File: src/rtl/gba_bus_pkg.sv
// work-ram bus definitions
// sizes, access widths, request/response structs and the byte-lane rule

package gba_bus_pkg;

    //////////////////////////////////////////////////
    // sizes
    //////////////////////////////////////////////////
    localparam int RAM_WORD_BITS = 12;                // 4k words, 16 KiB
    localparam int ADDR_BITS     = RAM_WORD_BITS + 2; // byte address
    localparam int COUNT_BITS    = 16;                // dma unit count

    typedef logic [ADDR_BITS-1:0]     byte_addr_t;
    typedef logic [RAM_WORD_BITS-1:0] word_addr_t;

    typedef enum logic [1:0] {
        ACC_BYTE = 2'b00,
        ACC_HALF = 2'b01,
        ACC_WORD = 2'b10
    } acc_size_t;

    //////////////////////////////////////////////////
    // bus and command records
    //////////////////////////////////////////////////
    typedef struct packed {
        logic        valid;
        logic        write;
        word_addr_t  addr;
        logic [31:0] wdata;
        logic [3:0]  be;     // one bit per byte lane
    } bus_req_t;

    typedef struct packed {
        logic        done;   // one cycle, rdata valid with it
        logic [31:0] rdata;
    } bus_rsp_t;

    typedef struct packed {
        byte_addr_t            src;
        byte_addr_t            dst;
        logic [COUNT_BITS-1:0] count;  // units, not bytes
        acc_size_t             size;
    } dma_cmd_t;

    typedef struct packed {
        byte_addr_t  addr;
        logic        write;
        acc_size_t   size;
        logic [31:0] wdata;  // already sitting in its lanes
    } cpu_cmd_t;

    // lanes touched by an access of this size at this byte offset
    function automatic logic [3:0] byte_lanes(acc_size_t size, logic [1:0] lo);
        case (size)
            ACC_BYTE: return 4'b0001 << lo;
            ACC_HALF: return lo[1] ? 4'b1100 : 4'b0011;
            ACC_WORD: return 4'b1111;
            default:  return 4'b0000;
        endcase
    endfunction

endpackage

File: src/rtl/mem_arbiter.sv
// work ram arbiter
// fixed priority loader > dma > cpu, one transaction in flight at a time

`timescale 1ns/100ps

module mem_arbiter (
    input  logic                  clk16,
    input  logic                  resetn,
    input  gba_bus_pkg::bus_req_t ld_req,
    input  gba_bus_pkg::bus_req_t dma_req,
    input  gba_bus_pkg::bus_req_t cpu_req,
    output gba_bus_pkg::bus_rsp_t ld_rsp,
    output gba_bus_pkg::bus_rsp_t dma_rsp,
    output gba_bus_pkg::bus_rsp_t cpu_rsp,
    output gba_bus_pkg::bus_req_t ram_req,
    input  gba_bus_pkg::bus_rsp_t ram_rsp
);

    logic [2:0] pick;    // one-hot {cpu, dma, ld}, only while idle
    logic [2:0] owner;   // who gets the next done
    logic       busy;    // forwarded, done not yet back

    // response copy for one requester
    function automatic gba_bus_pkg::bus_rsp_t route(logic sel, gba_bus_pkg::bus_rsp_t rsp);
        gba_bus_pkg::bus_rsp_t r;
        r.done  = sel & rsp.done;
        r.rdata = sel ? rsp.rdata : 32'h0;
        return r;
    endfunction

    //////////////////////////////////////////////////
    // grant
    //////////////////////////////////////////////////
    always_comb begin
        pick = 3'b000;
        if (!busy) begin
            if (ld_req.valid)
                pick = 3'b001;
            else if (dma_req.valid)
                pick = 3'b010;
            else if (cpu_req.valid)
                pick = 3'b100;
        end
    end

    always_comb begin
        case (pick)
            3'b001:  ram_req = ld_req;
            3'b010:  ram_req = dma_req;
            3'b100:  ram_req = cpu_req;
            default: ram_req = '0;      // nothing forwarded this cycle
        endcase
    end

    always_ff @(posedge clk16) begin
        if (!resetn) begin
            busy  <= 1'b0;
            owner <= 3'b000;
        end else if (busy) begin
            if (ram_rsp.done)
                busy <= 1'b0;
        end else if (pick != 3'b000) begin
            busy  <= 1'b1;
            owner <= pick;
        end
    end

    //////////////////////////////////////////////////
    // responses
    //////////////////////////////////////////////////
    assign ld_rsp  = route(owner[0], ram_rsp);
    assign dma_rsp = route(owner[1], ram_rsp);
    assign cpu_rsp = route(owner[2], ram_rsp);

endmodule

File: config.mk
export PLATFORM = sky130hd
export DESIGN_NAME = mem_arbiter
export DESIGN_NICKNAME = d
export VERILOG_FILES = /design/src/rtl/gba_bus_pkg.sv /design/src/rtl/mem_arbiter.sv
export SDC_FILE = /design/constraint.sdc
export NUM_CORES = 1
export LEC_CHECK = 0
export ABC_AREA = 1
export BUFFER_PORTS_ARGS = -buffer_cell sky130_fd_sc_hd__buf_2
export CAP_MARGIN = 0
export CORE_AREA = 2 2 129 131
export DETAILED_ROUTE_END_ITERATION = 8
export DIE_AREA = 0 0 131 133
export PLACE_DENSITY = 0.41
export SETUP_SLACK_MARGIN = 0.4
export SYNTH_ARGS = -nofsm -noshare
export SYNTH_HDL_FRONTEND = slang
export SYNTH_SLANG_ARGS = --single-unit
File: constraint.sdc
create_clock -name clk16 -period 1.58 [get_ports clk16]
set_clock_uncertainty 0.1 [all_clocks]
set_input_delay 0.316 -clock clk16 [delete_from_list [all_inputs] [get_ports clk16]]
set_output_delay 0.316 -clock clk16 [all_outputs]
set_load 0.05 [all_outputs]
* Word level (Yosys, flattened, before mapping) *
Cells that the tools add are included.

storage, ports and cells
  flip-flop bits (word level) = 4
  bits in latches = 0
  bits in writable memories = 0
  bits in read-only memories = 0
  input port bits = 185
  output and inout port bits = 149
  logic and storage cells = 22
  memories = 0

cells by class
  add/sub/neg operators = 0
  multipliers = 0
  divide/modulo/power cells = 0
  order comparisons = 0
  eq/ne operators = 3
  shifts and indexed selects = 0
  mux-type cells = 11
  bitwise gates (word level) = 4
  reduce and logical (&&, ||, !) cells = 2

operators with widths
  cell                                           number
  one-hot mux 50 bit (3 select lines)            1
  2-to-1 mux 32 bit                              3
  2-to-1 mux 3 bit                               4
  AND 1 bit                                      3
  == test 3 x 1 -> 1 bit, second input constant  1
  == test 3 x 2 -> 1 bit, second input constant  1
  == test 3 bit, second input constant           1
  2-to-1 mux 1 bit                               3
  nonzero test 3 bit                             1
  AND reduction 2 bit                            1
  inverter 1 bit                                 1

* Longest topological paths before layout *
  depth in word-level cells = 7
  gate-level depth with buffers = 7
  depth with buffers taken out = 6

* Least setup slack after synthesis *
OpenSTA, ideal clock, no wires.

  path type = flip-flop to output port
  start = register busy
  end = output port ram_req[10] (netlist name)
  arrival time = 1.233 ns
  required time = 1.164 ns
  setup slack = -0.069 ns
  cell stages (with the launch flop) = 7
  buffers on the path = 1
  cells stage by stage = dfxtp_1 -> nor2_2 -> inv_2 -> nor2_4 -> buf_2 -> nand2_1 -> nand3_1

RTL lines
  what                    line               source
  start, declared         mem_arbiter.sv:21  logic busy;
  start signal, assigned  mem_arbiter.sv:57  busy <= 1'b0;
  start signal, assigned  mem_arbiter.sv:61  busy <= 1'b0;
  start signal, assigned  mem_arbiter.sv:63  busy <= 1'b1;
  end, declared           mem_arbiter.sv:15  output gba_bus_pkg::bus_req_t ram_req,

==> flow_metrics.tcl <==
set metrics [dict create \
    dp_worst_setup_slack_ns -0.280 \
    initial_core_util_pct 11.5 \
    drv_cap 0 \
    grt_pass1_wl_mm 22.8 \
    die_y_um 133 \
    clockRootBuffer "clkbuf_16" \
    drt_iter0_markers 34 \
    clock_path_buffers 2 \
    insertion_delay_ns 0.22 \
    vias 4156 \
    finalWorstSetupSlack_ns -0.350 \
    hold_ws_ns 0.198 \
    period_needed_ns 1.93 \
    rsz0062_at_grt "yes" \
    placedCellCount 996 \
    crit_buf_inv 5 \
    syn-num-nets 635 \
    drt-pass1-iter-count 4 \
    critPathMaxStageDelay_ns 0.35 \
    drc 0 \
    core_area_mm2 0.0162 \
    violations "setup timing" \
    powerDensity_mw_per_mm2 435 \
    die_w_um 131 \
    htree_levels 1 \
    die_area_mm2 0.0174 \
    fill_cells 1489 \
    vdd_drop_max_v 0.000288 \
    timing.slew.headroom_pct 71.8 \
    synth_cells 450 \
    p_leak_nw 4.10 \
    syn_area_mm2 0.00187 \
    worstSetupEndpointType "output pin" \
    worst_setup_path_start_kind "register" \
    routed_wl_mm 15.9 \
    drive_gt1_share_pct 84.8 \
    grt_max_degree 30 \
    worstMarginPinSlew_ns 0.419 \
    antenna_left 0 \
    hold_class "in2reg" \
    path_common_cell "buf_12" \
    cp_slowest_cell "dfxtp_4" \
    critPathMaxFanout 8 \
    yosysWarnings 0 \
    fmax_ghz 0.518 \
    synth-seq-cells 4 \
    synth_top_area_share_pct 49.9 \
    synth_cell_types 13 \
    rows 47 \
    wire_per_inst_um 15.3 \
    syn_to_final_growth_pct 334 \
    cts_tree "done" \
    crit_family "buffers and inverters" \
    cts_made_buffers 3 \
    crit_chain "nor2_4, inv_2, nor2_4, buf_6, buf_12, buf_12, nand2_2, nand3_4, buf_12" \
    cts.sinks 4 \
    final_cells 1040 \
    grt_pass1_vias 4372 \
    drv_slew 0 \
    clkTransAtPathRegs_ns 0.03 \
    critPathKind "reg2out" \
    viasPerCell 4.00 \
    synth-seq-area-share_pct 4.29 \
    antenna_found_initial 0 \
    gr-total-overflow 0 \
    fin_crit_sh_pct 122 \
    setup_viol 107 \
    hold_viol 0 \
    cts_hold_buf 0 \
    dp_hpwl_mm 11.5 \
    antennaDiodeCount 0 \
    cp.required_ns 1.16 \
    outcome "finished, violations left" \
    io_pins 334 \
    syn_area_per_cell_um2 4.15 \
    io_buffers 333 \
    fin_nets 1006 \
    grtUsageTotal_pct 16.7 \
    cp.arrival_ns 1.51 \
    ys_top_cells_by_area "nand2_1 50%, inv_1 21%, nand3_1 13%" \
    gp_congestion 0.799 \
    yosysTopAreaCell "nand2_1" \
]
## worst reg2reg max path, cell delays in order (launching register included)
cell	delay (ns)
dfxtp_4	0.37
nor2_4	0.04
buf_4	0.13
nand2_4	0.08
inv_8	0.06
buf_12	0.15
buf_4	0.14
a21oi_2	0.09
nor2_1	0.05
## state kept, by name (all words and copies together), names as in the netlist
register / cells
owner: 3
busy: 1
## cell usage in the layout, fill, tap and decap left out
cell type,instances
buf_2,184
nand2_1,110
nand2_4,109
clkinvlp_4,98
buf_8,96
buf_6,60
nand3_4,49
buf_12,30
nand2_2,28
buf_16,11
buf_4,9
inv_1,6
clkbuf_16,6
nor2_1,4
dfxtp_4,4
nor2_4,3
inv_2,3
o21ai_0,2
a21oi_2,2
inv_8,1
nand2_8,1
nand3_1,1
o21ai_2,1
a21oi_1,1
clkbuf_1,1
## synthesized netlist by cell type
master,number
inv_2,3
nand2_1,248
nand3_1,50
nor2_1,5
inv_1,105
o21ai_0,3
nor2_2,1
clkbuf_1,5
nor2_4,1
dfxtp_1,4
buf_4,2
buf_2,20
a21oi_1,3
## stage by stage
stage / power (mW) / setup TNS (ns) / area (um2) / util (%)
finish: 3.53 / -17.55 / 8100 / 50.1
global route: 3.68 / -22.99 / 8100 / 50.1
CTS: 3.40 / -16.83 / 7690 / 47.6
detailed placement: 2.38 / -11.71 / 5860 / 36.3
global placement: 2.37 / -10.77 / 5860 / 36.3
floorplan: 1.66 / 0 / 3780 / -
## what timing repair did
item,in CTS,in global routing
gates cloned,10,4
endpoints found under the hold margin,0,0
resized for setup,385,80
setup buffers,20,6
pin swaps,0,4
setup endpoints to repair,151,152
## power by group
| part | internal, mW | switching [mW] | leakage, nW |
|---|---|---|---|
| logic | 1.29 | 1.70 | 4.03 |
| clock network | 0.333 | 0.0729 | 0.0382 |
| registers | 0.108 | 0.0187 | 0.0356 |
## layer usage
layer,share of wire [%],up-vias,global-route usage (%)
met4,1.8,0,3.43
met3,7.1,16,3.23
li1,-,2026,-
met1,31,1924,16.0
met2,60,190,35.1
met5,0,-,0
## cell families after synthesis
logic type | after synthesis | share of synthesized area, %
buffers and inverters | 135 | 28.9
AO/OA/AOI/OAI | 6 | 1.61
flip-flops | 4 | 4.29
AND/OR/NAND/NOR | 305 | 65.2
## layout make-up
cell class	instances	area, um2	share of cell area, %
repair buffers	393	4080	50.4
well taps	220	275	3.40
flip-flops and latches	4	95.1	1.17
clock buffers	4	78.8	0.973
multi-input cells	311	2790	34.4
inverters	108	781	9.64
## path summary, 6_finish.rpt
kind | from | to | slack, ns | depth (start not counted)
setup reg to reg | busy | owner[2] | 0.24 | 8
hold reg to reg | busy | busy | 0.55 | 4
hold / removal | resetn | busy | 0.20 | 3
setup / recovery | busy | ram_req[37] | -0.35 | 9
Note: power is estimated with default switching activity, not from simulation.
