===== src/rtl/gba_bus_pkg.sv =====
// work-ram bus definitions
// sizes, access widths, request/response structs and the byte-lane rule

package gba_bus_pkg;

    //////////////////////////////////////////////////
    // sizes
    //////////////////////////////////////////////////
    localparam int RAM_WORD_BITS = 12;                // 4k words, 16 KiB
    localparam int ADDR_BITS     = RAM_WORD_BITS + 2; // byte address
    localparam int COUNT_BITS    = 16;                // dma unit count

    typedef logic [ADDR_BITS-1:0]     byte_addr_t;
    typedef logic [RAM_WORD_BITS-1:0] word_addr_t;

    typedef enum logic [1:0] {
        ACC_BYTE = 2'b00,
        ACC_HALF = 2'b01,
        ACC_WORD = 2'b10
    } acc_size_t;

    //////////////////////////////////////////////////
    // bus and command records
    //////////////////////////////////////////////////
    typedef struct packed {
        logic        valid;
        logic        write;
        word_addr_t  addr;
        logic [31:0] wdata;
        logic [3:0]  be;     // one bit per byte lane
    } bus_req_t;

    typedef struct packed {
        logic        done;   // one cycle, rdata valid with it
        logic [31:0] rdata;
    } bus_rsp_t;

    typedef struct packed {
        byte_addr_t            src;
        byte_addr_t            dst;
        logic [COUNT_BITS-1:0] count;  // units, not bytes
        acc_size_t             size;
    } dma_cmd_t;

    typedef struct packed {
        byte_addr_t  addr;
        logic        write;
        acc_size_t   size;
        logic [31:0] wdata;  // already sitting in its lanes
    } cpu_cmd_t;

    // lanes touched by an access of this size at this byte offset
    function automatic logic [3:0] byte_lanes(acc_size_t size, logic [1:0] lo);
        case (size)
            ACC_BYTE: return 4'b0001 << lo;
            ACC_HALF: return lo[1] ? 4'b1100 : 4'b0011;
            ACC_WORD: return 4'b1111;
            default:  return 4'b0000;
        endcase
    endfunction

endpackage


===== src/rtl/cpu_port.sv =====
// cpu data port
// turns one four-phase request from outside into one bus transaction

`timescale 1ns/100ps

module cpu_port (
    input  logic                  clk16,
    input  logic                  resetn,
    input  logic                  gba_on,
    input  logic                  cpu_req,
    input  gba_bus_pkg::cpu_cmd_t cpu_cmd,
    output logic                  cpu_ack,
    output logic [31:0]           cpu_rdata,
    output gba_bus_pkg::bus_req_t bus_req,
    input  gba_bus_pkg::bus_rsp_t bus_rsp
);

    typedef enum logic [1:0] {S_IDLE, S_BUS, S_ACK} state_t;

    state_t                state;
    gba_bus_pkg::cpu_cmd_t cmd_r;
    logic                  start;

    assign start   = (state == S_IDLE) && cpu_req && gba_on;  // held off until loaded
    assign cpu_ack = (state == S_ACK);

    always_comb begin
        bus_req.valid = (state == S_BUS);
        bus_req.write = cmd_r.write;
        bus_req.addr  = cmd_r.addr[gba_bus_pkg::ADDR_BITS-1:2];
        bus_req.wdata = cmd_r.wdata;
        bus_req.be    = gba_bus_pkg::byte_lanes(cmd_r.size, cmd_r.addr[1:0]);
    end

    always_ff @(posedge clk16) begin
        if (start)
            cmd_r <= cpu_cmd;
        if (state == S_BUS && bus_rsp.done)
            cpu_rdata <= bus_rsp.rdata;   // whole word, held through ack

        if (!resetn) begin
            state <= S_IDLE;
        end else begin
            case (state)
                S_IDLE:  if (start) state <= S_BUS;
                S_BUS:   if (bus_rsp.done) state <= S_ACK;
                S_ACK:   if (!cpu_req) state <= S_IDLE;
                default: state <= S_IDLE;
            endcase
        end
    end

endmodule


===== config.mk =====
export PLATFORM = sky130hd
export DESIGN_NAME = cpu_port
export DESIGN_NICKNAME = d
export VERILOG_FILES = /design/src/rtl/gba_bus_pkg.sv /design/src/rtl/cpu_port.sv
export SDC_FILE = /design/constraint.sdc
export NUM_CORES = 1
export LEC_CHECK = 0
export BUFFER_PORTS_ARGS = -buffer_cell sky130_fd_sc_hd__buf_2
export CAP_MARGIN = 20
export CELL_PAD_IN_SITES_DETAIL_PLACEMENT = 1
export CELL_PAD_IN_SITES_GLOBAL_PLACEMENT = 2
export CORE_MARGIN = 2
export CORE_UTILIZATION = 30
export CTS_BUF_LIST = sky130_fd_sc_hd__clkbuf_16
export CTS_CLUSTER_SIZE = 16
export DETAILED_ROUTE_END_ITERATION = 10
export PLACE_DENSITY = 0.88
export SLEW_MARGIN = 20
export SYNTH_ARGS = -nofsm -noshare
export SYNTH_HDL_FRONTEND = slang
export SYNTH_SLANG_ARGS = --single-unit

===== constraint.sdc =====
create_clock -name clk16 -period 7.5 [get_ports clk16]
set_input_delay 1.5 -clock clk16 [delete_from_list [all_inputs] [get_ports clk16]]
set_output_delay 1.5 -clock clk16 [all_outputs]
set_load 0.005 [all_outputs]

; Yosys cells after proc, flatten, opt, wreduce, memory -nomap -nowiden
; Cells that the tools add are included.
[classes]
n_eq_ne = 7
n_shift = 1
mux = 6
reduce_logical = 6
[op_table]
columns = operator, count
row1 = one-hot mux 4 bit (3 select lines), 1
row2 = two-way mux 2 bit, 3
row3 = one-hot mux 2 bit (3 select lines), 1
row4 = == test 2 x 1 -> 1 bit (second input constant), 2
row5 = == test 2 bit (second input constant), 2
row6 = zero test 2 bit, 2
row7 = two-way mux 4 bit, 1
row8 = inequality test 2 bit (second input constant), 2
row9 = left shift 1 x 2 -> 4 bit (first input constant), 1
row10 = logical AND 1 bit, 3
row11 = AND reduction 3 bit, 1
row12 = inequality test 2 x 1 -> 1 bit (second input constant), 1
[totals]
register_bits = 83
word_cells = 26

; Depth between registers and ports, before layout
; Gate-level depths: netlist of run 1.
[logic_depth]
depth_word = 5
mapped_depth = 3
mapped_depth_nobuf = 3

; Least setup slack after synthesis of run 1
; Ideal clock, no wire load.
[synth_timing]
kind = in2reg
startpoint = in gba_on
endpoint = reg cmd_r (netlist bit bus_req[10]), enable pin
setup_ns = 0.516
t_arrival_ns = 4.897
path_slack_ns = 2.086
stages = 2
cell_sequence = nand2_1 nor3_1
[synth_between]
elab_chain_cells = 1
[synth_rtl]
columns = item, line_no
row1 = from (decl), cpu_port.sv:9  ; input logic gba_on,
row2 = logical AND 1 bit, cpu_port.sv:24  ; assign start = (state == S_IDLE) && cpu_req && gba_on;
row3 = named net start, cpu_port.sv:22  ; logic start;
row4 = to (signal assigned), cpu_port.sv:37  ; cmd_r <= cpu_cmd;
row5 = to (decl), cpu_port.sv:21  ; gba_bus_pkg::cpu_cmd_t cmd_r;
; The timed path passes the listed nets, and every way through them passes these cells.
; A chain may end at the register's enable or synchronous reset.

==> results of run 1 <==
## through the flow
| step | worst slack (ns) | cell area (um^2) |
|---|---|---|
| 3_5_place_dp | 4.77 | 3640 |
| 2_1_floorplan | 2.09 | 2950 |
| 4_1_cts | 4.62 | 4000 |
| 6_report | 4.65 | 4000 |
| 3_3_place_gp | 4.83 | 3640 |
| 5_1_grt | 4.58 | 4000 |
## routing by layer
layer  vias to the layer above  routed length [um]  GRT usage
met5                         -                   0          0
met4                         0                 117     0.0638
met3                        10                 809     0.0571
met2                       112                2970      0.189
met1                       782                2040      0.113
li1                        770                   -          -
## critical path: stages (launching register included)
cell and delay (ns):
edfxtp_1 0.47, nand2b_1 0.20, a21oi_1 0.16, a21oi_1 0.06, buf_2 0.14
## cells in the final DEF (no fill, tap or decap)
master / count
bufinv_16: 4
nand2_1: 1
and2b_1: 1
edfxtp_1: 81
o21ai_0: 2
a22oi_1: 1
nor3_2: 1
buf_4: 2
clkinv_2: 1
clkbuf_16: 9
nand2b_1: 1
dfxtp_1: 2
a21oi_1: 4
mux2_4: 1
and2_1: 1
nor2b_4: 1
mux2i_1: 2
inv_1: 3
nor3b_2: 1
buf_2: 168
nor2b_1: 1
## registers in the layout, indices dropped and copies added, names as in the netlist
signal,count
bus_req,45
cpu_rdata,32
cmd_r,4
state,2
## power breakdown
group / leakage [nW] / switching [mW] / internal (mW) / total [mW]
logic: 0.737 / 0.0247 / 0.0289 / 0.0535
clock network: 0.182 / 0.160 / 0.356 / 0.515
registers: 0.764 / 0.00525 / 0.530 / 0.535
## area by class of cell
class                           instances  area [um^2]  area share
Sequential cell                        83         2470       0.619
Timing Repair Buffer                  170          856       0.214
Clock buffer                            9          225      0.0564
Tap cell                              133          166      0.0417
Multi-Input combinational cell         18          139      0.0348
Clock inverter                          7          133      0.0332
Inverter                                1         3.75    0.000940
## Yosys cell counts, drive strengths merged
cell type | n | area [um^2]
a21oi | 4 | 20.0
and2b | 1 | 7.51
nor3b | 1 | 12.5
mux2 | 1 | 15.0
dfxtp | 2 | 40.0
a22oi | 1 | 7.51
inv | 1 | 3.75
edfxtp | 81 | 2430
and2 | 1 | 6.26
nand2 | 1 | 3.75
o21ai | 2 | 10.0
nand2b | 1 | 6.26
nor3 | 1 | 5.00
nor2b | 2 | 20.0
buf | 46 | 343
mux2i | 2 | 20.0
## kinds of logic (layout without fill, tap and decap cells)
family / after synthesis / in the layout / share of synthesized area
AO/OA/AOI/OAI: 7 / 7 / 0.0127
buffers and inverters: 47 / 187 / 0.117
flip-flops: 83 / 83 / 0.837
multiplexers: 3 / 3 / 0.0119
AND/OR/NAND/NOR: 8 / 8 / 0.0208
## path summary, 6_finish.rpt
check	from	end	cells after the start
min	state[1]	state[0]	1
max	cmd_r[32]	bus_req[2]	4
min reg2reg	state[1]	state[0]	1
max reg2reg	state[1]	bus_req[29]	2
==> results_dict.tcl, run 1 <==
set metrics [dict create \
    dr_total_vias 1674 \
    cp.required_ns 6.00 \
    finalMaxSlewViolations 0 \
    io_pins 169 \
    fin_crit_sh 0.380 \
    tightestPinTransition_ns 0.603 \
    setup_tns_ns 0 \
    syn-instance-count 148 \
    worstPathMaxFanout 7 \
    cts.hold.buffers_added 0 \
    cts_inserted_buffers 9 \
    hp-class "flip-flop to flip-flop" \
    setup_viol 0 \
    grt_max_degree 50 \
    wire_per_inst_um 14.1 \
    clkTransAtPathRegs_ns 0.06 \
    cts_setup_buffers 0 \
    clk_path_buf_depth 2 \
    fillers 1020 \
    skew_ns 0.00312 \
    htreeDepth 3 \
    path_class "flip-flop to output port" \
    syn_nets 234 \
    fin_util 0.413 \
    via_per_inst 3.98 \
    status "finished, final reports clean" \
    p_leak_nw 1.68 \
    syn_to_final_growth_pct 35.3 \
    synth_area_um2 2950 \
    vdd_drop_max_mv 0.140 \
    first_iter_violations 33 \
    drv_cap 0 \
    track_usage 0.113 \
    arrival_ns 1.35 \
    clock_sinks 83 \
    drc 0 \
    antenna_cells 0 \
    die_y_um 103 \
    drt-pass1-iter-count 4 \
    dp.final_hpwl_mm 4.67 \
    gp_congestion 0.803 \
    fmax_mhz 351 \
    stdcell_count 421 \
    antenna_left 0 \
    powerDensity_nw_per_um2 276 \
    synth-seq-cells 83 \
    grt_pass1_wl_mm 8.55 \
    clk_latency_ns 0.32 \
    cts_resized 0 \
    final_nets 369 \
    start_util 0.305 \
    ys_seq_area_frac 0.837 \
    min_period_ns 2.85 \
    wl_mm 5.93 \
    reg2reg_slack_ns 6.04 \
    antenna_found_initial 0 \
    cts_root_buf "clkbuf_16" \
    portBuffers 168 \
    place_inst 405 \
    rsz0062_at_grt "no" \
    max_slew_margin 0.598 \
    syn_avg_cell_area_um2 20.0 \
    power_mw 1.10 \
    cts_tree "done" \
    grt-ovfl-total 0 \
    cp-end-kind "output port" \
    final_layout_size_suffix_gt1_frac 0.653 \
    netlist-cell-type-count 18 \
    rows 36 \
    dieArea_um2 10700 \
    design.core.area_um2 9680 \
    holdWs_ns 0.554 \
    grt_pass1_vias 1768 \
    cp-start-kind "flip-flop" \
    die_w_um 103 \
    yosysWarnings 0 \
    hold_viol 0 \
]
No activity file was read; power rests on OpenSTA's default activity.
==> run 2: changes to the inputs <==
--- a/config.mk
+++ b/config.mk
@@ -10,11 +10,11 @@
 export CELL_PAD_IN_SITES_DETAIL_PLACEMENT = 1
 export CELL_PAD_IN_SITES_GLOBAL_PLACEMENT = 2
 export CORE_MARGIN = 2
-export CORE_UTILIZATION = 30
+export CORE_UTILIZATION = 25
 export CTS_BUF_LIST = sky130_fd_sc_hd__clkbuf_16
 export CTS_CLUSTER_SIZE = 16
 export DETAILED_ROUTE_END_ITERATION = 10
-export PLACE_DENSITY = 0.88
+export PLACE_DENSITY = 0.79
 export SLEW_MARGIN = 20
 export SYNTH_ARGS = -nofsm -noshare
 export SYNTH_HDL_FRONTEND = slang
==> constraint.sdc (replaced) <==
create_clock -name clk16 -period 2.5 [get_ports clk16]
set_input_delay 0.5 -clock clk16 [delete_from_list [all_inputs] [get_ports clk16]]
set_output_delay 0.5 -clock clk16 [all_outputs]
set_load 0.005 [all_outputs]
==> run 2 against run 1 <==
  * Critical endpoint unchanged
  * Via count grew 1.7%
  * Final area fell by 0.75%
  * Non-clock buffer count is the same
  * Global-route usage decreased by 1.0 points
  * Clock skew grew 0.0023 ns
  * First-iteration DRC count increased by 18%
  * Sequential power grew to 3.0 times the previous value
  * Register-to-register slack worse by 5.0 ns
  * Clock-buffer cell count did not move
  * Setup slack lost 4.0 ns
  * Sequential share of layout area up 0.47 points
  * Utilization is 6.7 points lower
==> results_dict.tcl, run 2 (synthesis results as in run 1) <==
set metrics [dict create \
    powerDensity_nw_per_um2 790 \
    cts_tree "done" \
    min_period_ns 1.89 \
    r2r_cells 2 \
    drc 0 \
    cp_top_family "flip-flops" \
    hold_start "bus_rsp[31]" \
    gp_congestion 0.733 \
    hold_viol 0 \
    grt_max_degree 50 \
    clk_latency_ns 0.33 \
    final_nets 369 \
    design_area_um2 3970 \
    cp-end-kind "output port" \
    layout_common_cells "buf_2, edfxtp_1, clkbuf_16" \
    grt_pass1_vias 1865 \
    arrival_ns 1.39 \
    worst-path-buf-inv 1 \
    first_iter_violations 39 \
    finalMaxSlewViolations 0 \
    setup_viol 0 \
    grt_pass1_wl_mm 9.58 \
    fin_util 0.346 \
    worstReg2RegStart "state[1]" \
    reg2reg_to "bus_req[35]" \
    fin_crit_sh 0.755 \
    antenna_cells 0 \
    status "finished, final reports clean" \
    path_class "flip-flop to output port" \
    place_inst 415 \
    wire_per_inst_um 14.9 \
    placedInstanceArea_um2 3660 \
    die_y_um 113 \
    worstPathMaxFanout 7 \
    antenna_found_initial 1 \
    dr_total_vias 1702 \
    grt-ovfl-total 0 \
    cts_root_buf "clkbuf_16" \
    p_leak_nw 1.65 \
    via_per_inst 3.95 \
    cts.hold.buffers_added 0 \
    max_slew_margin 0.591 \
    fillers 1207 \
    cpPeakStageDelay_ns 0.48 \
    vdd_drop_max_mv 0.249 \
    start_util 0.258 \
    crit_top_cell "a21oi_1" \
    holdPathEnd "cpu_rdata[31]" \
    clk_path_buf_depth 2 \
    skew_ns 0.00543 \
    cts_resized 0 \
    cts_setup_buffers 0 \
    final_layout_size_suffix_gt1_frac 0.649 \
    rsz0062_at_grt "no" \
    setup_tns_ns 0 \
    clock_sinks 83 \
    wl_mm 6.40 \
    portBuffers 168 \
    track_usage 0.102 \
    cp-start-kind "flip-flop" \
    holdWs_ns 0.343 \
    die_w_um 113 \
    largest_register_ffs 45 \
    htreeDepth 3 \
    cp.required_ns 2.00 \
    dieArea_um2 12700 \
    final_common_cell "buf_2" \
    reg2reg_slack_ns 1.01 \
    tightestPinTransition_ns 0.613 \
    syn_to_final_growth_pct 34.3 \
    stdcell_count 431 \
    fmax_mhz 530 \
    min_path_cells 1 \
    antenna_left 0 \
    drt-pass1-iter-count 4 \
    io_pins 169 \
    slowest_stage "edfxtp_1" \
    hp-class "input pin to flip-flop" \
    path_cells "nand2b_1 -> a21oi_1 -> a21oi_1 -> buf_2" \
    clkTransAtPathRegs_ns 0.06 \
    cts_inserted_buffers 9 \
    drv_cap 0 \
    design.core.area_um2 11500 \
    rows 39 \
]
run 2: worst max-delay path by stage:
stage	startpoint	endpoint	slack, ns	cells after the start
after global routing	cmd_r[32]	bus_req[0]	0.51	4
final	cmd_r[32]	bus_req[2]	0.61	4
after floorplan	gba_on	bus_req[10]	0.32	2
after detailed placement	cpu_req	bus_req[24]	0.74	4
after global placement	cpu_req	bus_req[24]	0.79	4
after CTS	cmd_r[32]	bus_req[2]	0.58	4
run 2: report_power, final:
group	internal [mW]	switching (mW)
Sequential	1.59	0.0162
Combinational	0.0869	0.0744
Clock	0.862	0.504
run 2: area by class of cell:
type	count	area, um^2	area share
flip-flops and latches	83	2470	0.624
repair buffers	170	856	0.216
clock buffers	9	225	0.0568
well taps	143	179	0.0451
multi-input cells	18	145	0.0366
clock inverters	7	83.8	0.0211
inverters	1	3.75	0.000947
run 2: per-layer routing:
metal  vias up  share of wire  GRT usage
met1       797           0.34      0.100
li1        768              -          -
met2       124           0.47      0.164
met5         -         0.0025          0
met4         2          0.019     0.0561
met3        11           0.17     0.0675
run 2: through the flow:
| step | power [mW] | setup slack (ns) |
|---|---|---|
| after floorplan | 1.71 | 0.317 |
| after global placement | 1.79 | 0.786 |
| after detailed placement | 1.80 | 0.737 |
| after CTS | 3.20 | 0.581 |
| after global routing | 3.26 | 0.510 |
| final | 3.13 | 0.612 |
