[config.mk]
export PLATFORM = sky130hd
export DESIGN_NAME = dma_channel
export DESIGN_NICKNAME = d
export VERILOG_FILES = /design/src/rtl/gba_bus_pkg.sv /design/src/rtl/dma_channel.sv
export SDC_FILE = /design/constraint.sdc
export NUM_CORES = 1
export LEC_CHECK = 0
export ABC_AREA = 0
export BUFFER_PORTS_ARGS = -buffer_cell sky130_fd_sc_hd__buf_2
export CORE_AREA = 2 2 152 154
export CTS_CLUSTER_DIAMETER = 30
export DETAILED_ROUTE_END_ITERATION = 16
export DIE_AREA = 0 0 154 156
export PLACE_DENSITY = 0.51
export SYNTH_ARGS = -nofsm -noshare
export SYNTH_HDL_FRONTEND = slang
export SYNTH_SLANG_ARGS = --single-unit
export TNS_END_PERCENT = 30
[constraint.sdc]
create_clock -name clk16 -period 2.85 [get_ports clk16]
set_input_delay 0.4275 -clock clk16 [delete_from_list [all_inputs] [get_ports clk16]]
set_output_delay 0.4275 -clock clk16 [all_outputs]
set_load 0.01 [all_outputs]
[src/rtl/gba_bus_pkg.sv]
// work-ram bus definitions
// sizes, access widths, request/response structs and the byte-lane rule

package gba_bus_pkg;

    //////////////////////////////////////////////////
    // sizes
    //////////////////////////////////////////////////
    localparam int RAM_WORD_BITS = 12;                // 4k words, 16 KiB
    localparam int ADDR_BITS     = RAM_WORD_BITS + 2; // byte address
    localparam int COUNT_BITS    = 16;                // dma unit count

    typedef logic [ADDR_BITS-1:0]     byte_addr_t;
    typedef logic [RAM_WORD_BITS-1:0] word_addr_t;

    typedef enum logic [1:0] {
        ACC_BYTE = 2'b00,
        ACC_HALF = 2'b01,
        ACC_WORD = 2'b10
    } acc_size_t;

    //////////////////////////////////////////////////
    // bus and command records
    //////////////////////////////////////////////////
    typedef struct packed {
        logic        valid;
        logic        write;
        word_addr_t  addr;
        logic [31:0] wdata;
        logic [3:0]  be;     // one bit per byte lane
    } bus_req_t;

    typedef struct packed {
        logic        done;   // one cycle, rdata valid with it
        logic [31:0] rdata;
    } bus_rsp_t;

    typedef struct packed {
        byte_addr_t            src;
        byte_addr_t            dst;
        logic [COUNT_BITS-1:0] count;  // units, not bytes
        acc_size_t             size;
    } dma_cmd_t;

    typedef struct packed {
        byte_addr_t  addr;
        logic        write;
        acc_size_t   size;
        logic [31:0] wdata;  // already sitting in its lanes
    } cpu_cmd_t;

    // lanes touched by an access of this size at this byte offset
    function automatic logic [3:0] byte_lanes(acc_size_t size, logic [1:0] lo);
        case (size)
            ACC_BYTE: return 4'b0001 << lo;
            ACC_HALF: return lo[1] ? 4'b1100 : 4'b0011;
            ACC_WORD: return 4'b1111;
            default:  return 4'b0000;
        endcase
    endfunction

endpackage

[src/rtl/dma_channel.sv]
// single dma channel
// copies count units of byte, halfword or word size from src to dst,
// one read then one write per unit, started by a four-phase req/ack

`timescale 1ns/100ps

module dma_channel (
    input  logic                  clk16,
    input  logic                  resetn,
    input  logic                  gba_on,
    input  logic                  dma_req,
    input  gba_bus_pkg::dma_cmd_t dma_cmd,
    output logic                  dma_ack,
    output gba_bus_pkg::bus_req_t bus_req,
    input  gba_bus_pkg::bus_rsp_t bus_rsp
);

    typedef enum logic [1:0] {S_IDLE, S_READ, S_WRITE, S_ACK} state_t;

    state_t                               state;
    gba_bus_pkg::byte_addr_t              src, dst;
    gba_bus_pkg::byte_addr_t              step, cmd_step;
    logic [gba_bus_pkg::COUNT_BITS-1:0]   count;
    gba_bus_pkg::acc_size_t               size;
    logic [31:0]                          data_r;
    logic [1:0]                           shift;    // lane offset dst - src
    logic [63:0]                          spread;
    logic                                 start;
    logic                                 wr_done;

    assign start    = (state == S_IDLE) && dma_req && gba_on;
    assign wr_done  = (state == S_WRITE) && bus_rsp.done;
    assign step     = gba_bus_pkg::byte_addr_t'(1) << size;
    assign cmd_step = gba_bus_pkg::byte_addr_t'(1) << dma_cmd.size;

    // move source lanes onto destination lanes
    assign shift  = dst[1:0] - src[1:0];
    assign spread = {bus_rsp.rdata, bus_rsp.rdata} << {shift, 3'b000};

    assign dma_ack = (state == S_ACK);

    always_comb begin
        bus_req.valid = (state == S_READ) || (state == S_WRITE);
        bus_req.write = (state == S_WRITE);
        bus_req.wdata = data_r;
        if (state == S_WRITE) begin
            bus_req.addr = dst[gba_bus_pkg::ADDR_BITS-1:2];
            bus_req.be   = gba_bus_pkg::byte_lanes(size, dst[1:0]);
        end else begin
            bus_req.addr = src[gba_bus_pkg::ADDR_BITS-1:2];
            bus_req.be   = gba_bus_pkg::byte_lanes(size, src[1:0]);
        end
    end

    always_ff @(posedge clk16) begin
        // addresses and data
        if (start) begin
            src  <= dma_cmd.src & ~(cmd_step - 1'b1);  // units are size aligned
            dst  <= dma_cmd.dst & ~(cmd_step - 1'b1);
            size <= dma_cmd.size;
        end else if (wr_done) begin
            src <= src + step;
            dst <= dst + step;
        end
        if (state == S_READ && bus_rsp.done)
            data_r <= spread[63:32];

        // sequencing
        if (!resetn) begin
            state <= S_IDLE;
            count <= '0;
        end else begin
            case (state)
                S_IDLE: if (start) begin
                    count <= dma_cmd.count;
                    state <= (dma_cmd.count == '0) ? S_ACK : S_READ;  // empty copy acks at once
                end
                S_READ: if (bus_rsp.done)
                    state <= S_WRITE;
                S_WRITE: if (bus_rsp.done) begin
                    count <= count - 1'b1;
                    state <= (count == 1) ? S_ACK : S_READ;
                end
                S_ACK: if (!dma_req)
                    state <= S_IDLE;
                default: state <= S_IDLE;
            endcase
        end
    end

endmodule

Word-level counts from Yosys, hierarchy flattened

Index checks and enable logic that the tools add are counted.

Register bits after elaboration: 80
Bits in latches: 0
RAM bits: 0
Bits in read-only memories: 0
Bits of input ports: 83
Output and inout bits: 51
Word-level logic and storage cells: 61
Memories kept: 0

$add $sub $neg: 5
$mul: 0
Div/mod/pow operators: 0
Order comparisons: 0
Equality and inequality tests: 10
Shifts and indexed selects: 5
Muxes and demuxes: 20
Bitwise gates (word level): 3
Reduce and logical (&&, ||, !) cells: 12

Operator list:

| cell                                                                  | count |
|---|---|
| 64-bit by 5-bit left shift with 64-bit output                         | 1 |
| 14-bit 2-to-1 mux                                                     | 4 |
| 16-bit 2-to-1 mux                                                     | 2 |
| 16-bit one-hot mux with 2 select lines                                | 1 |
| 14-bit adder                                                          | 2 |
| 14-bit bitwise AND                                                    | 2 |
| 1-bit by 2-bit left shift with 14-bit output (first input constant)   | 2 |
| 4-bit one-hot mux with 3 select lines                                 | 2 |
| 16-bit by 1-bit == test with 1-bit output (second input constant)     | 1 |
| 16-bit logical NOT                                                    | 1 |
| 16-bit by 1-bit subtractor with 16-bit output (second input constant) | 1 |
| 14-bit inverter                                                       | 1 |
| 14-bit by 1-bit subtractor with 14-bit output (second input constant) | 1 |
| 12-bit 2-to-1 mux                                                     | 1 |
| 2-bit 2-to-1 mux                                                      | 6 |
| 4-bit 2-to-1 mux                                                      | 3 |
| 2-bit one-hot mux with 4 select lines                                 | 1 |
| 1-bit by 2-bit left shift with 4-bit output (first input constant)    | 2 |
| 2-bit == test (second input constant)                                 | 3 |
| 2-bit inequality test (second input constant)                         | 3 |
| 2-bit by 1-bit == test with 1-bit output (second input constant)      | 2 |
| 1-bit logical AND                                                     | 4 |
| 2-bit logical NOT                                                     | 2 |
| 4-bit AND reduction                                                   | 1 |
| 5 further kinds                                                       | 6 |

Logic depth before layout (Yosys ltp)

Gate-level depths: netlist (run 1).

Depth in word-level cells: 5
Depth in mapped cells: 9
Gate-level depth less buffers: 8

Worst setup path after synthesis (run 1)

OpenSTA, ideal clock, no wires.

Kind: flip-flop to flip-flop
From: reg state[0]
To: reg dst[0] (enable)
Setup time: 0.451 ns
Arrival time: 1.866 ns
Slack: 0.532 ns
Stages on the path, launching flop included: 7
Cells stage by stage: dfxtp_1 > inv_1 > ha_1 > nand3_1 > clkbuf_1 > clkbuf_1 > nand2_1

Word-level cells in the longest chain between the ends: 4

RTL lines:

| item                                    | RTL line          | source |
|---|---|---|
| from (decl)                             | dma_channel.sv:20 | `state_t state;` |
| from (signal assigned)                  | dma_channel.sv:76 | `state <= (dma_cmd.count == '0) ? S_ACK : S_READ;` |
| from (signal assigned)                  | dma_channel.sv:82 | `state <= (count == 1) ? S_ACK : S_READ;` |
| 2-bit logical NOT                       | dma_channel.sv:31 | `assign start = (state == S_IDLE) && dma_req && gba_on;` |
| 1-bit logical AND (2 in series)         | dma_channel.sv:31 |  |
| 2-bit nonzero test (no source line) (*) | --                |  |
| to (signal assigned)                    | dma_channel.sv:59 | `dst <= dma_cmd.dst & ~(cmd_step - 1'b1);` |
| to (signal assigned)                    | dma_channel.sv:63 | `dst <= dst + step;` |
| to (decl)                               | dma_channel.sv:21 | `gba_bus_pkg::byte_addr_t src, dst;` |

Every way passes the cells marked *; elsewhere a longest branch is shown, timed or not.
A chain may end at the register's enable or synchronous reset.

==> results of run 1 <==
stage by stage:
step | setup slack, ns | hold slack [ns] | instance area (um2)
2_1_floorplan | 0.5322 | 0.4527 | 5547
3_3_place_gp | 0.4427 | 0.4683 | 6574
3_5_place_dp | 0.3992 | 0.4739 | 6574
4_1_cts | 0.3229 | 0.2949 | 6853
5_1_grt | 0.1961 | 0.2930 | 6853
6_report | 0.3475 | 0.3060 | 6853
kinds of logic after synthesis:
family / share of synthesized area, %
AND/OR/NAND/NOR: 19.94
adder cells (fa/ha/maj): 3.384
XOR/XNOR: 1.579
AO/OA/AOI/OAI: 15.38
flip-flops: 40.06
buffers and inverters: 3.677
multiplexers: 15.97
power groups by stage:
stage          clock [mW]  sequential, mW  combinational, mW
2_1_floorplan           0            2.08               2.68
3_3_place_gp            0            2.15               3.65
3_5_place_dp            0            2.15               3.66
4_1_cts              1.15            2.13               3.68
5_1_grt              1.20            2.18               4.06
6_report             1.12            2.13               3.64
worst max-delay path by stage:
stage / endpoint / from / depth (start not counted)
floorplan: dst[0] / state[0] / 6
global placement: dst[10] / size[1] / 7
detailed placement: dst[10] / size[1] / 7
CTS: bus_req[37] / state[0] / 5
global route: bus_req[3] / state[0] / 8
finish: bus_req[3] / state[0] / 8
synth_stat cells (6+ instances only):
| master | number |
|---|---|
| nor3_1 | 18 |
| nor2b_1 | 8 |
| o211ai_1 | 6 |
| o21ai_0 | 23 |
| nor2_1 | 35 |
| buf_1 | 6 |
| inv_1 | 16 |
| ha_1 | 15 |
| nor3b_1 | 6 |
| a311oi_1 | 7 |
| mux2_2 | 10 |
| or4b_1 | 6 |
| mux2i_1 | 75 |
| dfxtp_1 | 18 |
| edfxtp_1 | 62 |
| nor4_1 | 10 |
| a211oi_1 | 6 |
| clkbuf_1 | 24 |
| nand2_1 | 63 |
| nand3_1 | 25 |
| a21oi_1 | 34 |
worst max-delay path: cells and delay by family, from the launching register on:
kind                       cells  cell delay [ns]
DFF                            1             0.33
buffers and inverters          3             0.45
adders and majority gates      1             0.42
AOI/OAI and AO/OA              3             0.42
and+or+nand+nor                1             0.10
registers in the layout, indices dropped and copies added (netlist names):
| signal | count |
|---|---|
| dst | 14 |
| state | 2 |
| count | 16 |
| src | 14 |
| data_r | 32 |
| size | 2 |
metal layers:
metal  routed length (um)  global-route usage [%]  vias up
met5                    0                       0        -
li1                     -                       -     2448
met4                  144                   3.071        0
met3                 1132                   3.167       10
met2                 6951                   20.63      191
met1                 7600                   18.52     2305
cell type report:
class                   count  area share, %
flip-flops and latches     80          32.43
inverters                  17         0.9312
clock inverters             7         0.7851
clock buffers               9          3.286
multi-input cells         446          45.72
repair buffers            149          11.65
well taps                 285          5.204
==> results_dict.tcl, run 1 <==
set metrics [dict create \
    end_kind "output pin" \
    r2r_end "dst[10]" \
    firstDrtPassIters 5 \
    p_total_mw 6.888 \
    synth_top_area_cell "edfxtp_1" \
    fin_crit_ns 2.502 \
    multiInputGateArea_um2 3133 \
    critical_path.max_fanout 18 \
    track_usage_pct 13.23 \
    hp-start "dma_cmd[0]" \
    mostFrequentLayoutCells "buf_2, mux2i_1, nand2_1" \
    placement_rows 55 \
    crit_arrival_ns 2.07 \
    seq_power_share_pct 30.9 \
    dieArea_um2 24020 \
    setup_viol 0 \
    gp_congestion 0.7948 \
    synth.net_count 676 \
    hp-class "in2reg" \
    drv_slew 0 \
    diodes 0 \
    root_buffer "clkbuf_16" \
    htreeDepth 3 \
    ys_types 66 \
    cp_common_cell "inv_1" \
    cts_sinks 80 \
    timing.rr.start "size[1]" \
    start_kind "register" \
    maxSlewHeadroom_pct 49.65 \
    tightest_slew_ns 0.7552 \
    antenna_left 0 \
    synth_area_um2 5547 \
    synth_flop_cell "edfxtp_1" \
    grt_max_degree 45 \
    start_util_pct 24.80 \
    seq_area_um2 2222 \
    skew_ns 0.01031 \
    p_int_mw 3.967 \
    power_density_nw_per_um2 1005 \
    io_pins 134 \
    clkTransAtPathRegs_ns 0.06 \
    synth_top_area_share_pct 33.57 \
    route.detailed.drc 0 \
    drt_iter0_drc 264 \
    rsz0062_at_grt "no" \
    portBuffers 133 \
    ys_warn_count 0 \
    wl_mm 15.83 \
    hold_path_depth 1 \
    cts_buffers 9 \
    critPathRequiredTime_ns 2.42 \
    hold_path_end "size[0]" \
    num_vias 4954 \
    layout-drive-gt1-share_pct 26.69 \
    final_hold_viol_count 0 \
    cts_tree "done" \
    grt_remaining_overflow 0 \
    grt_pass1_wl_mm 25.23 \
    dpl.hpwl_mm 11.52 \
    mostFrequentLayoutCell "buf_2" \
    dp_cells 977 \
    cts-hold-fix-buffers 0 \
    share_comb_of_total_power_pct 52.9 \
    areaGrowthSynthToFinish_pct 23.55 \
    ir_drop_mv 0.3830 \
    setup_tns_ns 0 \
    synth-edff-count 62 \
    crit_type "reg2out" \
    final_cells 993 \
    drv_cap 0 \
    vias_per_cell 4.989 \
    clock_latency_ns 0.35 \
    post_cts_resized 0 \
    synthArstFlopShare_pct 0 \
    synth_cells 578 \
    chipHeight_um 156 \
    postCtsSetupBuffers 0 \
    cp_cell_sequence "inv_1 -> ha_2 -> inv_1 -> nand2_1 -> a21oi_1 -> a311oi_1 -> o21ai_0 -> buf_2" \
    synth-seq-area-share_pct 40.06 \
    cp_slowest_stage_delay_ns 0.42 \
    nets 801 \
    avgSynthCellArea_um2 9.596 \
    fillers 2356 \
    slowest_stage "ha_2" \
    status "complete, no violations" \
    wire_per_inst_um 15.94 \
    synth.area.top_cells "edfxtp_1, mux2i_1, dfxtp_1, nand2_1, ha_1" \
    finalCritPeriodShare_pct 87.81 \
    post-route-util_pct 30.64 \
    p_sw_share_pct 42.40 \
    clk_path_buf_depth 2 \
    rrSetupSlack_ns 0.41 \
    fmax_mhz 399.6 \
    switchingPower_mw 2.921 \
    antenna_found_initial 0 \
    reg2reg_depth 7 \
    leakagePower_nw 2.794 \
    clkPwrFrac_pct 16.2 \
    coreArea_um2 22370 \
    die_x_um 154 \
    yosys_register_bits 80 \
    grt_pass1_vias 4783 \
]
Power figures use the tool's default switching activity.
==> run 2: changes to the inputs <==
Settings changed: ABC_AREA 0 to 1, CORE_AREA 2 2 152 154 to 2 2 154 156, DIE_AREA 0 0 154 156 to 0 0 156 158.
Clock period 2.85 ns to 3.15 ns, I/O delays scaled along.
==> run 2 against run 1 <==
Effect of this change:
- via count rose by 8.3%
- worst hold slack improved by 0.037 ns
- cell count rose by 22%
- first-iteration DRC count rose by 42%
- clock-buffer cell count did not move
- global-route usage rose by 0.12 points
- clock skew fell by 0.0015 ns
- routed wire length rose by 2.0%
- highest routed layer unchanged
- synthesized area rose by 1.5%
- register-to-register slack improved by 0.51 ns
- combinational power fell by 20%
==> results_dict.tcl, run 2 <==
set metrics [dict create \
    status "complete, no violations" \
    grt_pass1_wl_mm 25.91 \
    antenna_left 0 \
    post_cts_resized 0 \
    postCtsSetupBuffers 0 \
    crit_arrival_ns 2.09 \
    maxSlewHeadroom_pct 40.48 \
    areaGrowthSynthToFinish_pct 21.88 \
    drv_slew 0 \
    cts_sinks 80 \
    synth_cells 802 \
    critPathRequiredTime_ns 2.68 \
    synthAdderAreaFrac_pct 3.333 \
    top_register "data_r" \
    dieArea_um2 24650 \
    cts_buffers 9 \
    synth.net_count 900 \
    seq_area_um2 2222 \
    wl_mm 16.15 \
    synth_top_area_share_pct 33.06 \
    clkTransAtPathRegs_ns 0.07 \
    gp_congestion 0.8233 \
    fillers 2514 \
    start_util_pct 24.43 \
    drt_iter0_drc 375 \
    final_area_um2 6864 \
    grt_pass1_vias 5113 \
    ys_warn_count 0 \
    synth_compound_area_share_pct 12.64 \
    chipHeight_um 158 \
    num_vias 5364 \
    final_hold_viol_count 0 \
    fin_crit_ns 2.559 \
    yosys_register_bits 80 \
    cts_tree "done" \
    slowest_stage "buf_4" \
    mostFrequentLayoutCell "nand2_1" \
    synthArstFlopShare_pct 0 \
    placement_rows 56 \
    avgSynthCellArea_um2 7.022 \
    finalCritPeriodShare_pct 81.25 \
    coreArea_um2 23050 \
    synth_area_um2 5632 \
    diodes 0 \
    synth_top_family_by_area "simple AND/OR/NAND/NOR gates" \
    portBuffers 133 \
    track_usage_pct 13.36 \
    tightest_slew_ns 0.8918 \
    ir_drop_mv 0.3631 \
    synth_flop_cell "edfxtp_1" \
    place_area_um2 6535 \
    clock_latency_ns 0.35 \
    cp_cell_sequence "inv_1 -> ha_2 -> buf_4 -> o211ai_1 -> a31oi_1 -> nor3_1 -> buf_2" \
    route.detailed.drc 0 \
    largestRegisters "data_r x32, count x16" \
    layout-drive-gt1-share_pct 20.30 \
    grt_remaining_overflow 0 \
    rrSetupSlack_ns 0.92 \
    yosys.area_share.simple_pct 33.77 \
    power_density_nw_per_um2 863.4 \
    crit_type "reg2out" \
    multiInputGateArea_um2 2903 \
    rsz0062_at_grt "no" \
    cp_slowest_stage_delay_ns 0.44 \
    leakagePower_nw 3.234 \
    grt_max_degree 65 \
    synth_top_area_cell "edfxtp_1" \
    hp-class "in2reg" \
    drv_cap 0 \
    synth.area.top_cells "edfxtp_1, nand2_1, dfxtp_1, inv_1, o21ai_0" \
    dpl.hpwl_mm 12.23 \
    crit_start "state[0]" \
    end_kind "output pin" \
    setup_viol 0 \
    crit_end "bus_req[0]" \
    place_ws_ns 0.9417 \
    mostFrequentLayoutCells "nand2_1, buf_2, inv_1" \
    synth-seq-area-share_pct 39.46 \
    vias_per_cell 4.411 \
    clk_path_buf_depth 2 \
    antenna_found_initial 0 \
    die_x_um 156 \
    post-synth-top-count-cell "nand2_1" \
    setup_tns_ns 0 \
    r2r_end "dst[10]" \
    cts-hold-fix-buffers 0 \
    yosys-top-cells-count "nand2_1, inv_1, nor2_1, edfxtp_1, o21ai_0" \
    nets 1019 \
    largest_reg_flops 32 \
    skew_ns 0.008831 \
    critical_path.max_fanout 51 \
    reg2reg_depth 10 \
    wire_per_inst_um 13.28 \
    ys_types 41 \
    fmax_mhz 390.7 \
    firstDrtPassIters 6 \
    timing.rr.start "size[1]" \
    synth-xor-area-share_pct 1.755 \
    synth.area.mux_share_pct 0 \
    htreeDepth 3 \
    root_buffer "clkbuf_16" \
    io_pins 134 \
    post-route-worst-setup-slack_ns 0.5908 \
    synth-edff-count 62 \
    start_kind "register" \
]
run 2: kinds of logic (layout without fill, tap and decap cells):
group	count (synthesis)	in the layout
and+or+nand+nor	456	456
AOI/OAI and AO/OA	124	124
buffers and inverters	120	244
DFF	80	80
adders and majority gates	15	15
xor gates and xnor gates	7	7
run 2: worst min-delay path by stage:
stage | startpoint | to | slack, ns | cells past startpoint
4_1_cts | dma_cmd[0] | size[0] | 0.33 | 1
5_1_grt | dma_cmd[0] | size[0] | 0.35 | 1
3_3_place_gp | count[10] | count[10] | 0.47 | 2
2_1_floorplan | count[10] | count[10] | 0.45 | 2
3_5_place_dp | count[10] | count[10] | 0.48 | 2
6_report | dma_cmd[0] | size[0] | 0.34 | 1
run 2: cell type report:
class                   instances  share of cell area (%)
inverters                      89                   4.903
clock inverters                 7                   1.513
clock buffers                   9                   3.281
well taps                     290                   5.286
flip-flops and latches         80                   32.37
multi-input cells             602                   42.29
repair buffers                139                   10.35
run 2: power breakdown:
group          leakage (nW)  internal (mW)  switching, mW
Clock                 0.154          0.705          0.480
Sequential            0.721           1.62          0.220
Combinational          2.36          0.983           1.92
run 2: critical path, delay by kind of cell, from the launching register on:
| kind | cells | cell delay, ns |
|---|---|---|
| flip-flops | 1 | 0.33 |
| adder cells (fa/ha/maj) | 1 | 0.20 |
| buffers and inverters | 3 | 0.71 |
| AND/OR/NAND/NOR | 1 | 0.08 |
| AO/OA/AOI/OAI | 2 | 0.39 |
run 2: layer usage:
| metal | track usage [%] | part of all wire (%) | vias to the layer above |
|---|---|---|---|
| li1 | - | - | 2860 |
| met2 | 21.53 | 46 | 80 |
| met3 | 2.163 | 3.2 | 19 |
| met4 | 5.199 | 2.0 | 0 |
| met1 | 17.95 | 48 | 2405 |
| met5 | 0 | 0 | - |
run 2: through the flow:
step           util [%]  hold slack [ns]  cells  total power, mW
2_1_floorplan         -           0.4520    802            4.086
3_3_place_gp      28.35           0.4684   1200            4.785
3_5_place_dp      28.35           0.4784   1200            4.805
4_1_cts           29.78           0.3324   1216            6.013
5_1_grt           29.78           0.3458   1216            6.521
6_report          29.78           0.3433   1216            5.927
==> run 3: changes to the inputs <==
Settings changed: ABC_AREA 1 to 0, CORE_AREA 2 2 154 156 to 2 2 152 154, DIE_AREA 0 0 156 158 to 0 0 154 156, PLACE_DENSITY 0.51 to 0.53.
Clock period 3.15 ns to 2.2 ns, I/O delays scaled along.
==> run 3 against run 2 <==
Effect of this change:
- sequential share of layout area fell by 2.0 points
- die area decreased by 2.5%
- setup slack lost 0.53 ns
==> results_dict.tcl, run 3 (synthesis results as in run 1) <==
set metrics [dict create \
    r2r_end "dst[12]" \
    drt_iter0_drc 243 \
    num_vias 5068 \
    track_usage_pct 13.13 \
    crit_family "flip-flops" \
    hold_path_end "size[0]" \
    power_density_nw_per_um2 1319 \
    largest_reg_flops 32 \
    coreArea_um2 22370 \
    start_util_pct 24.80 \
    critical_path.max_fanout 4 \
    p_sw_share_pct 40.73 \
    seq_power_share_pct 28.0 \
    die_x_um 154 \
    mostFrequentLayoutCell "buf_2" \
    tightest_slew_ns 0.4389 \
    cts_buffers 9 \
    wire_per_inst_um 15.69 \
    dpl.hpwl_mm 11.98 \
    fillers 2337 \
    timing.rr.start "size[1]" \
    drv_slew 0 \
    nets 837 \
    wl_mm 16.14 \
    switchingPower_mw 3.938 \
    layout-drive-gt1-share_pct 33.33 \
    skew_ns 0.009861 \
    dp_cells 1003 \
    hp-start "dma_cmd[0]" \
    clkPwrFrac_pct 16.6 \
    placement_rows 55 \
    start_kind "register" \
    grt_pass1_vias 4719 \
    antenna_found_initial 0 \
    seq_area_um2 2223 \
    rrSetupSlack_ns 0.06 \
    dieArea_um2 24020 \
    root_buffer "clkbuf_16" \
    hold_path_depth 1 \
    drv_cap 0 \
    critPathRequiredTime_ns 2.42 \
    status "complete, no violations" \
    place_area_um2 6834 \
    grt_remaining_overflow 0 \
    crit_type "reg2reg" \
    areaGrowthSynthToFinish_pct 32.15 \
    vias_per_cell 4.925 \
    maxSlewHeadroom_pct 70.74 \
    reg2reg_depth 8 \
    gp_congestion 0.7867 \
    firstDrtPassIters 4 \
    grt_max_degree 53 \
    route.detailed.drc 0 \
    rsz0062_at_grt "yes" \
    clkTransAtPathRegs_ns 0.06 \
    ir_drop_mv 0.5778 \
    post-route-util_pct 32.77 \
    slowest_stage "edfxtp_1" \
    hp-class "in2reg" \
    cts_sinks 80 \
    cp_slowest_stage_delay_ns 0.48 \
    antenna_left 0 \
    portBuffers 133 \
    mostFrequentLayoutCells "buf_2, mux2i_1, nand2_1, edfxtp_1, buf_4" \
    cts-hold-fix-buffers 0 \
    final_hold_viol_count 0 \
    diodes 0 \
    final_cells 1029 \
    leakagePower_nw 3.019 \
    clk_path_buf_depth 2 \
    clock_latency_ns 0.35 \
    crit_arrival_ns 2.36 \
    setup_viol 0 \
    grt_pass1_wl_mm 25.19 \
    cp.buffers_inverters 1 \
    end_kind "register" \
    share_comb_of_total_power_pct 55.4 \
    cts_tree "done" \
    chipHeight_um 156 \
    cp_cell_sequence "nor2b_4 -> xor2_1 -> ha_2 -> a211oi_2 -> o31ai_4 -> buf_6 -> mux2_1 -> nand2_1" \
    htreeDepth 3 \
    final_area_um2 7330 \
    fin_crit_ns 2.140 \
    largestRegisters "data_r x32, count x16" \
    finalCritPeriodShare_pct 97.29 \
    top_register "data_r" \
    multiInputGateArea_um2 3232 \
    io_pins 134 \
    fmax_mhz 467.2 \
    p_int_mw 5.731 \
]
-- run 3: how the worst max path moves through the flow --
stage            start       to  depth (start not counted)
6_report       size[1]  dst[12]                          8
3_3_place_gp   size[1]  dst[12]                          8
5_1_grt        size[1]   dst[6]                          8
3_5_place_dp   size[1]  dst[12]                          8
2_1_floorplan  size[0]  dst[10]                          8
4_1_cts        size[1]  dst[12]                          8
-- run 3: power by group through the flow --
stage | registers (mW) | logic, mW | clock network (mW)
2_1_floorplan | 2.69 | 3.47 | 0
3_3_place_gp | 2.71 | 5.16 | 0
3_5_place_dp | 2.72 | 5.19 | 0
4_1_cts | 2.69 | 5.23 | 1.66
5_1_grt | 2.77 | 5.90 | 1.72
6_report | 2.71 | 5.36 | 1.60
-- run 3: final cells by class --
type	instances	area share, %
Inverter	17	0.8706
Multi-Input combinational cell	446	44.09
Timing Repair Buffer	185	15.59
Clock buffer	9	3.073
Clock inverter	7	1.178
Sequential cell	80	30.33
Tap cell	285	4.865
-- run 3: routing by layer --
metal / GRT usage [%] / part of all wire (%) / up-vias
met5: 0 / 0 / -
met4: 2.581 / 0.72 / 0
met3: 3.417 / 5.4 / 9
met2: 20.03 / 44 / 144
met1: 18.74 / 50 / 2389
li1: - / - / 2526
-- run 3: repair_timing --
action,CTS,global route
buffers inserted,0,10
pin swaps,1,9
endpoints found under the setup margin,24,59
cloned,0,0
resized for setup,4,26
-- run 3: worst reg2reg max path: stages, from the launching register on --
cell	delay (ns)
edfxtp_1	0.48
nor2b_4	0.20
xor2_1	0.18
ha_2	0.24
a211oi_2	0.06
o31ai_4	0.34
buf_6	0.17
mux2_1	0.31
nand2_1	0.05
-- run 3: through the flow --
stage	hold slack [ns]	TNS (ns)	setup WS, ns	power [mW]
2_1_floorplan	0.4289	-0.04198	-0.04198	6.165
3_3_place_gp	0.4706	-0.1643	-0.05897	7.873
3_5_place_dp	0.4748	-0.3417	-0.08674	7.909
4_1_cts	0.2042	0	0.006661	9.579
5_1_grt	0.2166	-0.2328	-0.06959	10.38
6_report	0.2232	0	0.05970	9.669
